$ cat src/common/overlay_config.svh
// overlay timing and register map
`ifndef OVERLAY_CONFIG_SVH
`define OVERLAY_CONFIG_SVH

// horizontal timing in pixel clocks
`define H_ACTIVE        64
`define H_FRONT         4
`define H_SYNC          8
`define H_BACK          4
`define H_TOTAL         (`H_ACTIVE + `H_FRONT + `H_SYNC + `H_BACK)
`define H_SYNC_START    (`H_ACTIVE + `H_FRONT)
`define H_SYNC_END      (`H_SYNC_START + `H_SYNC)

// vertical timing in lines
`define V_ACTIVE        48
`define V_FRONT         2
`define V_SYNC          2
`define V_BACK          3
`define V_TOTAL         (`V_ACTIVE + `V_FRONT + `V_SYNC + `V_BACK)
`define V_SYNC_START    (`V_ACTIVE + `V_FRONT)
`define V_SYNC_END      (`V_SYNC_START + `V_SYNC)

// datapath widths
`define COORD_X_BITS    10
`define COORD_Y_BITS    10
`define PIXEL_BITS      24
`define REG_ADDR_BITS   5
`define REG_DATA_BITS   24

// layers and pipeline
`define LAYER_COUNT     4
`define PIPE_DEPTH      3          // position to pixel
`define MIX_TAP         2          // position to mixer input

// register map with five words per layer
`define REG_STRIDE      5
`define REG_OFS_XSTART  0
`define REG_OFS_XEND    1
`define REG_OFS_YSTART  2
`define REG_OFS_YEND    3
`define REG_OFS_COLOUR  4
`define REG_BACKGROUND  20
`define REG_ENABLE_BASE 21         // one word per layer in bit 0

`endif

$ cat src/common/overlayPkg.sv
// rectangle overlay shared types

`include "overlay_config.svh"

package overlayPkg;

    //------------------------------------------------------------
    // raster coordinates
    //------------------------------------------------------------

    // horizontal pixel column
    typedef logic [`COORD_X_BITS-1:0] coordX_t;

    // vertical line number
    typedef logic [`COORD_Y_BITS-1:0] coordY_t;

    //------------------------------------------------------------
    // colour
    //------------------------------------------------------------

    // packed rgb with 8 bits per channel by default
    typedef logic [`PIXEL_BITS-1:0] pixel_t;

    //------------------------------------------------------------
    // register write port
    //------------------------------------------------------------

    // word address into the settings map
    typedef logic [`REG_ADDR_BITS-1:0] regAddr_t;

    // write data wide enough for a whole colour
    typedef logic [`REG_DATA_BITS-1:0] regData_t;

endpackage

$ cat src/verilog/videoTiming.sv
// raster timing generator
`timescale 1ns/1ps
`include "overlay_config.svh"

module videoTiming (
    input  logic                iClk,
    input  logic                arstN,
    output overlayPkg::coordX_t hPos,       // current column
    output overlayPkg::coordY_t vPos,       // current line
    output logic                frameEnd,   // last position of the frame
    output logic                deMix,      // active flag at the mixer tap
    output logic                de,
    output logic                hSync,
    output logic                vSync
);
    import overlayPkg::*;

    coordX_t                hCnt;
    coordY_t                vCnt;
    logic                   lineEnd;
    logic                   activeNow;
    logic                   hSyncNow;
    logic                   vSyncNow;
    logic [`PIPE_DEPTH-1:0] deDly;          // [0] is one cycle late
    logic [`PIPE_DEPTH-1:0] hsDly;
    logic [`PIPE_DEPTH-1:0] vsDly;

    //------------------------------------------------------------
    // raster counters
    //------------------------------------------------------------
    assign lineEnd  = (hCnt == coordX_t'(`H_TOTAL - 1));
    assign frameEnd = lineEnd && (vCnt == coordY_t'(`V_TOTAL - 1));

    always_ff @(posedge iClk or negedge arstN)
    begin
        if (!arstN)
        begin
            hCnt <= '0;
            vCnt <= '0;
        end
        else if (lineEnd)
        begin
            hCnt <= '0;                     // wrap line
            if (vCnt == coordY_t'(`V_TOTAL - 1))
                vCnt <= '0;                 // wrap frame
            else
                vCnt <= vCnt + 1'b1;
        end
        else
        begin
            hCnt <= hCnt + 1'b1;
        end
    end

    assign hPos = hCnt;
    assign vPos = vCnt;

    //------------------------------------------------------------
    // level decode
    //------------------------------------------------------------
    assign activeNow = (hCnt < coordX_t'(`H_ACTIVE)) && (vCnt < coordY_t'(`V_ACTIVE));
    assign hSyncNow  = (hCnt >= coordX_t'(`H_SYNC_START))
                    && (hCnt < coordX_t'(`H_SYNC_END));
    // whole lines of vsync
    assign vSyncNow  = (vCnt >= coordY_t'(`V_SYNC_START))
                    && (vCnt < coordY_t'(`V_SYNC_END));

    //------------------------------------------------------------
    // delay line matching layer and mixer latency
    //------------------------------------------------------------
    always_ff @(posedge iClk or negedge arstN)
    begin
        if (!arstN)
        begin
            deDly <= '0;
            hsDly <= '0;
            vsDly <= '0;
        end
        else
        begin
            deDly <= {deDly[`PIPE_DEPTH-2:0], activeNow};
            hsDly <= {hsDly[`PIPE_DEPTH-2:0], hSyncNow};
            vsDly <= {vsDly[`PIPE_DEPTH-2:0], vSyncNow};
        end
    end

    assign deMix = deDly[`MIX_TAP-1];       // lines up with layer hits
    assign de    = deDly[`PIPE_DEPTH-1];    // lines up with pixel
    assign hSync = hsDly[`PIPE_DEPTH-1];
    assign vSync = vsDly[`PIPE_DEPTH-1];

endmodule

$ cat src/overlay/rectLayer.sv
// rectangle hit test layer
`timescale 1ns/1ps

module rectLayer (
    input  logic                iClk,
    input  logic                arstN,
    input  overlayPkg::coordX_t hPos,
    input  overlayPkg::coordY_t vPos,
    input  overlayPkg::coordX_t xStart,     // inclusive bounds
    input  overlayPkg::coordX_t xEnd,
    input  overlayPkg::coordY_t yStart,
    input  overlayPkg::coordY_t yEnd,
    input  overlayPkg::pixel_t  colour,
    input  logic                enable,
    output logic                hit,        // two cycles after position
    output overlayPkg::pixel_t  layerColour
);
    import overlayPkg::*;

    logic [3:0] bound;                      // stage 1 compare results
    logic       enStage;
    pixel_t     colourPipe [2];             // rides along with the hit

    //------------------------------------------------------------
    // colour shift register
    //------------------------------------------------------------
    always_ff @(posedge iClk or negedge arstN)
    begin
        if (!arstN)
        begin
            colourPipe <= '{default: '0};
        end
        else
        begin
            colourPipe[0] <= colour;
            colourPipe[1] <= colourPipe[0];
        end
    end

    assign layerColour = colourPipe[1];

    //------------------------------------------------------------
    // stage 1 bound compares
    //------------------------------------------------------------
    always_ff @(posedge iClk or negedge arstN)
    begin
        if (!arstN)
        begin
            bound   <= '0;
            enStage <= 1'b0;
        end
        else
        begin
            bound[0] <= (xStart <= hPos);   // left edge
            bound[1] <= (hPos <= xEnd);     // right edge
            bound[2] <= (yStart <= vPos);   // top
            bound[3] <= (vPos <= yEnd);     // bottom
            enStage  <= enable;
        end
    end

    //------------------------------------------------------------
    // stage 2 combines the compares
    //------------------------------------------------------------
    always_ff @(posedge iClk or negedge arstN)
    begin
        if (!arstN)
            hit <= 1'b0;
        else
            hit <= (&bound) & enStage;      // start > end never hits
    end

endmodule

$ cat src/overlay/layerRegs.sv
// layer settings register bank
`timescale 1ns/1ps
`include "overlay_config.svh"

module layerRegs (
    input  logic                 iClk,
    input  logic                 arstN,
    input  logic                 regWe,         // one write per cycle high
    input  overlayPkg::regAddr_t regAddr,
    input  overlayPkg::regData_t regData,
    input  logic                 frameEnd,      // shadow update strobe
    output overlayPkg::coordX_t  xStart [`LAYER_COUNT],
    output overlayPkg::coordX_t  xEnd   [`LAYER_COUNT],
    output overlayPkg::coordY_t  yStart [`LAYER_COUNT],
    output overlayPkg::coordY_t  yEnd   [`LAYER_COUNT],
    output overlayPkg::pixel_t   colour [`LAYER_COUNT],
    output logic                 enable [`LAYER_COUNT],
    output overlayPkg::pixel_t   background
);
    import overlayPkg::*;

    // staged copy written by the register port
    coordX_t stXStart [`LAYER_COUNT];
    coordX_t stXEnd   [`LAYER_COUNT];
    coordY_t stYStart [`LAYER_COUNT];
    coordY_t stYEnd   [`LAYER_COUNT];
    pixel_t  stColour [`LAYER_COUNT];
    logic    stEnable [`LAYER_COUNT];
    pixel_t  stBackground;

    //------------------------------------------------------------
    // write decode into staged copy
    //------------------------------------------------------------
    always_ff @(posedge iClk or negedge arstN)
    begin
        if (!arstN)
        begin
            stXStart     <= '{default: '0};
            stXEnd       <= '{default: '0};
            stYStart     <= '{default: '0};
            stYEnd       <= '{default: '0};
            stColour     <= '{default: '0};
            stEnable     <= '{default: 1'b0};
            stBackground <= '0;
        end
        else if (regWe)
        begin
            for (int n = 0; n < `LAYER_COUNT; n++)
            begin
                if (regAddr == regAddr_t'(n * `REG_STRIDE + `REG_OFS_XSTART))
                    stXStart[n] <= coordX_t'(regData);
                if (regAddr == regAddr_t'(n * `REG_STRIDE + `REG_OFS_XEND))
                    stXEnd[n] <= coordX_t'(regData);
                if (regAddr == regAddr_t'(n * `REG_STRIDE + `REG_OFS_YSTART))
                    stYStart[n] <= coordY_t'(regData);
                if (regAddr == regAddr_t'(n * `REG_STRIDE + `REG_OFS_YEND))
                    stYEnd[n] <= coordY_t'(regData);
                if (regAddr == regAddr_t'(n * `REG_STRIDE + `REG_OFS_COLOUR))
                    stColour[n] <= pixel_t'(regData);
                if (regAddr == regAddr_t'(`REG_ENABLE_BASE + n))
                    stEnable[n] <= regData[0];      // bit 0 only
            end
            if (regAddr == regAddr_t'(`REG_BACKGROUND))
                stBackground <= pixel_t'(regData);
            // unmapped addresses fall through
        end
    end

    //------------------------------------------------------------
    // per-frame shadow copy
    //------------------------------------------------------------
    // same-cycle write only reaches the staged side
    always_ff @(posedge iClk or negedge arstN)
    begin
        if (!arstN)
        begin
            xStart     <= '{default: '0};
            xEnd       <= '{default: '0};
            yStart     <= '{default: '0};
            yEnd       <= '{default: '0};
            colour     <= '{default: '0};
            enable     <= '{default: 1'b0};
            background <= '0;
        end
        else if (frameEnd)
        begin
            xStart     <= stXStart;
            xEnd       <= stXEnd;
            yStart     <= stYStart;
            yEnd       <= stYEnd;
            colour     <= stColour;
            enable     <= stEnable;
            background <= stBackground;
        end
    end

endmodule

$ cat src/overlay/layerMixer.sv
// priority layer mixer
`timescale 1ns/1ps
`include "overlay_config.svh"

module layerMixer (
    input  logic                     iClk,
    input  logic                     arstN,
    input  logic [`LAYER_COUNT-1:0]  hit,           // one per layer
    input  overlayPkg::pixel_t       layerColour [`LAYER_COUNT],
    input  overlayPkg::pixel_t       background,
    input  logic                     deMix,         // active area aligned with hits
    output overlayPkg::pixel_t       pixel
);
    import overlayPkg::*;

    pixel_t choice;                         // winning colour this cycle

    //------------------------------------------------------------
    // priority select
    //------------------------------------------------------------
    // later layers overwrite earlier ones
    // so the highest index wins
    always_comb
    begin
        choice = background;
        for (int i = 0; i < `LAYER_COUNT; i++)
        begin
            if (hit[i])
                choice = layerColour[i];
        end
    end

    //------------------------------------------------------------
    // output register with blanking
    //------------------------------------------------------------
    always_ff @(posedge iClk or negedge arstN)
    begin
        if (!arstN)
        begin
            pixel <= '0;
        end
        else if (!deMix)
        begin
            pixel <= '0;                    // black outside active area
        end
        else
        begin
            pixel <= choice;
        end
    end

    // blanking also clips rectangles that run past the raster
    // since hits beyond column 63 or line 47 never reach the output

endmodule

$ cat src/verilog/rectOverlayTop.sv
// rectangle overlay top level
`timescale 1ns/1ps
`include "overlay_config.svh"

module rectOverlayTop (
    input  logic                 iClk,
    input  logic                 arstN,
    input  logic                 regWe,
    input  overlayPkg::regAddr_t regAddr,
    input  overlayPkg::regData_t regData,
    output overlayPkg::pixel_t   pixel,     // three cycles after position
    output logic                 de,
    output logic                 hSync,
    output logic                 vSync
);
    import overlayPkg::*;

    // raster
    coordX_t                 hPos;
    coordY_t                 vPos;
    logic                    frameEnd;
    logic                    deMix;

    // active layer settings
    coordX_t                 xStart [`LAYER_COUNT];
    coordX_t                 xEnd   [`LAYER_COUNT];
    coordY_t                 yStart [`LAYER_COUNT];
    coordY_t                 yEnd   [`LAYER_COUNT];
    pixel_t                  colour [`LAYER_COUNT];
    logic                    enable [`LAYER_COUNT];
    pixel_t                  background;

    // layer results
    logic [`LAYER_COUNT-1:0] hit;
    pixel_t                  layerColour [`LAYER_COUNT];

    //------------------------------------------------------------
    // timing and settings
    //------------------------------------------------------------
    videoTiming u_timing (
        .iClk     (iClk),
        .arstN    (arstN),
        .hPos     (hPos),
        .vPos     (vPos),
        .frameEnd (frameEnd),
        .deMix    (deMix),
        .de       (de),
        .hSync    (hSync),
        .vSync    (vSync)
    );

    layerRegs u_regs (
        .iClk       (iClk),
        .arstN      (arstN),
        .regWe      (regWe),
        .regAddr    (regAddr),
        .regData    (regData),
        .frameEnd   (frameEnd),
        .xStart     (xStart),
        .xEnd       (xEnd),
        .yStart     (yStart),
        .yEnd       (yEnd),
        .colour     (colour),
        .enable     (enable),
        .background (background)
    );

    //------------------------------------------------------------
    // one layer per rectangle
    //------------------------------------------------------------
    for (genvar g = 0; g < `LAYER_COUNT; g++)
    begin : gLayer
        rectLayer u_layer (
            .iClk        (iClk),
            .arstN       (arstN),
            .hPos        (hPos),
            .vPos        (vPos),
            .xStart      (xStart[g]),
            .xEnd        (xEnd[g]),
            .yStart      (yStart[g]),
            .yEnd        (yEnd[g]),
            .colour      (colour[g]),
            .enable      (enable[g]),
            .hit         (hit[g]),
            .layerColour (layerColour[g])
        );
    end

    layerMixer u_mixer (
        .iClk        (iClk),
        .arstN       (arstN),
        .hit         (hit),
        .layerColour (layerColour),
        .background  (background),
        .deMix       (deMix),
        .pixel       (pixel)
    );

endmodule

$ cat config.mk
export PLATFORM = sky130hd
export DESIGN_NAME = rectOverlayTop
export DESIGN_NICKNAME = d
export VERILOG_FILES = /design/src/common/overlayPkg.sv /design/src/verilog/videoTiming.sv /design/src/overlay/rectLayer.sv /design/src/overlay/layerRegs.sv /design/src/overlay/layerMixer.sv /design/src/verilog/rectOverlayTop.sv
export VERILOG_INCLUDE_DIRS = /design/src /design/src/common
export SDC_FILE = /design/constraint.sdc
export NUM_CORES = 1
export LEC_CHECK = 0
export BUFFER_PORTS_ARGS = -buffer_cell sky130_fd_sc_hd__buf_2
export CAP_MARGIN = 20
export CORE_ASPECT_RATIO = 0.8
export CORE_UTILIZATION = 35
export CTS_BUF_LIST = sky130_fd_sc_hd__clkbuf_16
export CTS_CLUSTER_DIAMETER = 200
export DETAILED_ROUTE_END_ITERATION = 6
export HOLD_SLACK_MARGIN = 0.15
export SLEW_MARGIN = 20
export SYNTH_ARGS = -nofsm -noshare
export SYNTH_HDL_FRONTEND = slang
export SYNTH_SLANG_ARGS = --single-unit
export TNS_END_PERCENT = 50
$ cat constraint.sdc
create_clock -name iClk -period 4.1 [get_ports iClk]
set_clock_uncertainty 0.2 [all_clocks]
set_input_delay 1.23 -clock iClk [delete_from_list [all_inputs] [get_ports iClk]]
set_output_delay 1.23 -clock iClk [all_outputs]
set_load 0.01 [all_outputs]
==> impl_metrics.env <==
export IMPL_cts_tree="done"
export IMPL_p_seq_frac=0.519
export IMPL_p_per_area_mw_per_mm2=454
export IMPL_status="completed"
export IMPL_critPathKind="reg -> reg"
export IMPL_syn2layout_area_growth_pct=14.6
export IMPL_cpMostUsedCell="or4_4"
export IMPL_final_cell_mix="836 x dfrtp_1, 478 x mux2_2, 164 x ha_1"
export IMPL_postSynth_asyncResetShare=1.00
export IMPL_use_met3=0.0250
export IMPL_use_met1=0.214
export IMPL_ios=59
export IMPL_fmax_mhz=312
export IMPL_dp_cells=3578
export IMPL_drtIter0Drc=864
export IMPL_place_gp_congestion=0.799
export IMPL_tightest_slew_ps=1110
export IMPL_viasPerCell=4.84
export IMPL_clkPwrFrac=0.433
export IMPL_clk_pin_slew_ps=60
export IMPL_arrival_ps=3510
export IMPL_hold_path_class="reg -> reg"
export IMPL_synthCells=2273
export IMPL_htreeDepth=3
export IMPL_dieArea_mm2=0.0972
export IMPL_dp_final_hpwl_um=43500
export IMPL_antenna_found_initial=5
export IMPL_chipHeight_um=279
export IMPL_grt_use_total=0.155
export IMPL_p_int_uw=13600
export IMPL_clock_latency_ps=650
export IMPL_hold_viol=0
export IMPL_initial_core_util=0.353
export IMPL_rows=101
export IMPL_grt_max_degree=110
export IMPL_slew_headroom=0.260
export IMPL_ant_nets=0
export IMPL_clkSinkCount=837
export IMPL_core_area_mm2=0.0950
export IMPL_path_cells="or4_4 -> or4_4 -> nor2_4 -> buf_12 -> mux2_2"
export IMPL_wl_um=72500
export IMPL_stdcell_count=3739
export IMPL_finalCriticalPeriod_ps=3200
export IMPL_grt_pass1_wl_um=117000
export IMPL_avgRoutedWirePerCell_um=19.4
export IMPL_grt_pass1_vias=19896
export IMPL_crit_path_start_kind="register"
export IMPL_maxSlewViolCount=0
export IMPL_grt_util_met2=0.250
export IMPL_synth_area_mm2=0.0336
export IMPL_diodes=0
export IMPL_die_w_um=348
export IMPL_ys_warn_count=0
export IMPL_pwr_share_comb=0.048
export IMPL_synth_nets=2469
export IMPL_layout_commonest_cell="dfrtp_1"
export IMPL_ctsResizeCount=0
export IMPL_drive_gt1_frac=0.325
export IMPL_p_leak_uw=0.0190
export IMPL_grt_busiest_layer="met2"
export IMPL_cp_slowest_cell="or4_4"
export IMPL_cp_max_fo=65
export IMPL_cap_violations=0
export IMPL_ys_ff_latch=837
export IMPL_required_ps=4410
export IMPL_p_sw_uw=3920
export IMPL_setup_viol=0
export IMPL_fin_crit_sh=0.781
export IMPL_first_pass_iters=6
export IMPL_cp_top_family="simple AND/OR/NAND/NOR gates"
export IMPL_peakVddDrop_mv=0.309
export IMPL_vias=18080
export IMPL_crit_path_max_incr_delay_ps=600
export IMPL_finalSetupTns_ps=0
export IMPL_drc=0
export IMPL_ys_seq_area_frac=0.624
export IMPL_synth_cell_type_count=44
export IMPL_grt_setup_unrepaired="false"
export IMPL_cts_buffer_depth=3
export IMPL_grt_overflow=0
export IMPL_ys_flop_type="dfrtp_1"
export IMPL_fill_cells=8692
export IMPL_syn_avg_cell_area_um2=14.8
export IMPL_synth_edff_count=0
export IMPL_sw_frac_of_total=0.224
export IMPL_nNetsFinal=2592
export IMPL_clock_root_buffer="clkbuf_16"
export IMPL_numCtsBuffers=85
export IMPL_cp_end_kind="register"
export IMPL_numPortBuffers=58
export IMPL_crit_buf_inv=1
state kept, by name, indices dropped and copies added (netlist names), 24 cells and up:
name	flops
u_regs.stXEnd	40
u_regs.xEnd	40
u_regs.yEnd	40
gLayer.u_layer.layerColour	96
u_regs.background	24
u_regs.stYStart	40
u_regs.xStart	40
u_mixer.pixel	24
u_regs.stXStart	40
u_regs.stBackground	24
u_regs.yStart	40
u_regs.stColour	96
gLayer.u_layer.colourPipe	96
u_regs.stYEnd	40
u_regs.colour	96
power by group through the flow:
stage	Clock [uW]	Sequential, uW	Combinational [uW]
floorplan	0	9120	528
global placement	0	9170	822
detailed placement	0	9220	869
CTS	7780	9060	872
global route	8130	9130	941
finish	7570	9070	842
cells in the mapped netlist, types with 2 or more instances:
| master | instances | share of area |
|---|---|---|
| dfrtp_1 | 837 | 0.62 |
| mux2_2 | 478 | 0.16 |
| ha_1 | 164 | 0.061 |
| inv_1 | 112 | 0.013 |
| mux2_4 | 90 | 0.040 |
| nand2_1 | 66 | 0.0074 |
| a21oi_1 | 65 | 0.0097 |
| o21ai_0 | 63 | 0.0094 |
| clkbuf_1 | 53 | 0.0059 |
| nor2_1 | 49 | 0.0055 |
| mux2i_1 | 48 | 0.014 |
| nand3_1 | 44 | 0.0066 |
| a21o_1 | 26 | 0.0058 |
| nand4_1 | 24 | 0.0045 |
| buf_2 | 20 | 0.0030 |
| nor3_1 | 16 | 0.0024 |
| xnor2_1 | 12 | 0.0031 |
| a211oi_1 | 11 | 0.0025 |
| o41ai_1 | 11 | 0.0029 |
| buf_6 | 9 | 0.0030 |
| and3_1 | 8 | 0.0015 |
| nor2b_1 | 8 | 0.0015 |
| and2_1 | 6 | 0.0011 |
| nor4_1 | 6 | 0.0011 |
| a221oi_1 | 5 | 0.0013 |
| a32oi_1 | 5 | 0.0013 |
| o211ai_1 | 5 | 0.0011 |
| buf_1 | 3 | 0.00034 |
| nand2b_1 | 3 | 0.00056 |
| nor3b_1 | 3 | 0.00067 |
| or4_1 | 3 | 0.00067 |
| buf_4 | 2 | 0.00045 |
| nand3b_1 | 2 | 0.00045 |
| nand4b_1 | 2 | 0.00052 |
| nor4_2 | 2 | 0.00074 |
| o22ai_1 | 2 | 0.00037 |
| or3_1 | 2 | 0.00037 |
| or4_4 | 2 | 0.00067 |
stage by stage:
| step | hold slack (ps) | utilization | total power (uW) | instance area (um2) | worst slack, ps |
|---|---|---|---|---|---|
| 2_1_floorplan | 131 | - | 9650 | 33600 | 837 |
| 3_3_place_gp | 131 | 0.374 | 9990 | 35600 | 589 |
| 3_5_place_dp | 135 | 0.374 | 10100 | 35600 | 586 |
| 4_1_cts | 150 | 0.405 | 17700 | 38500 | 881 |
| 5_1_grt | 152 | 0.405 | 18200 | 38500 | 747 |
| 6_report | 145 | 0.405 | 17500 | 38500 | 897 |
layer usage:
metal	vias up	share of wire
li1	8241	-
met2	253	0.47
met1	9458	0.47
met3	126	0.032
met5	-	0.00018
met4	2	0.025
worst reg2reg max path, cell delays in order, from the launching register on:
cell and delay (ps):
dfrtp_1 510, or4_4 600, or4_4 530, nor2_4 380, buf_12 400, mux2_2 460
final timing paths:
| check | startpoint | end | slack, ps | cells after the start |
|---|---|---|---|---|
| worst max-delay path | u_timing.vPos[6] | u_regs.yEnd[34] | 900 | 5 |
| worst min-delay path | gLayer[2].u_layer.colourPipe[27] | gLayer[2].u_layer.layerColour[3] | 140 | 0 |
| worst max register to register | u_timing.vPos[6] | u_regs.yEnd[34] | 900 | 5 |
| worst min register to register | gLayer[2].u_layer.colourPipe[27] | gLayer[2].u_layer.layerColour[3] | 140 | 0 |
| max in group asynchronous | arstN | u_regs.stYEnd[34] | 2240 | 2 |
| min in group asynchronous | arstN | u_regs.colour[85] | 350 | 1 |
cell families after synthesis:
group,synth area share
xor+xnor,0.00339
flops,0.624
simple gates,0.0368
compound gates,0.0345
fa+ha+maj,0.0611
buf+inv,0.0257
mux,0.215
area by class of cell:
type | count | area, um2 | area share
clock buffers | 87 | 2180 | 0.0566
clock inverters | 56 | 549 | 0.0143
inverters | 112 | 420 | 0.0109
multi-input cells | 1236 | 11800 | 0.306
flip-flops and latches | 837 | 20900 | 0.544
well taps | 1287 | 1610 | 0.0418
repair buffers | 124 | 991 | 0.0257
what timing repair did:
item | in CTS | in global routing
hold buffers | 18 | 0
buffers inserted | 0 | 0
endpoints found under the setup margin | 0 | 0
hold endpoints to repair | 18 | 0
(Power assumes the default switching activity.)
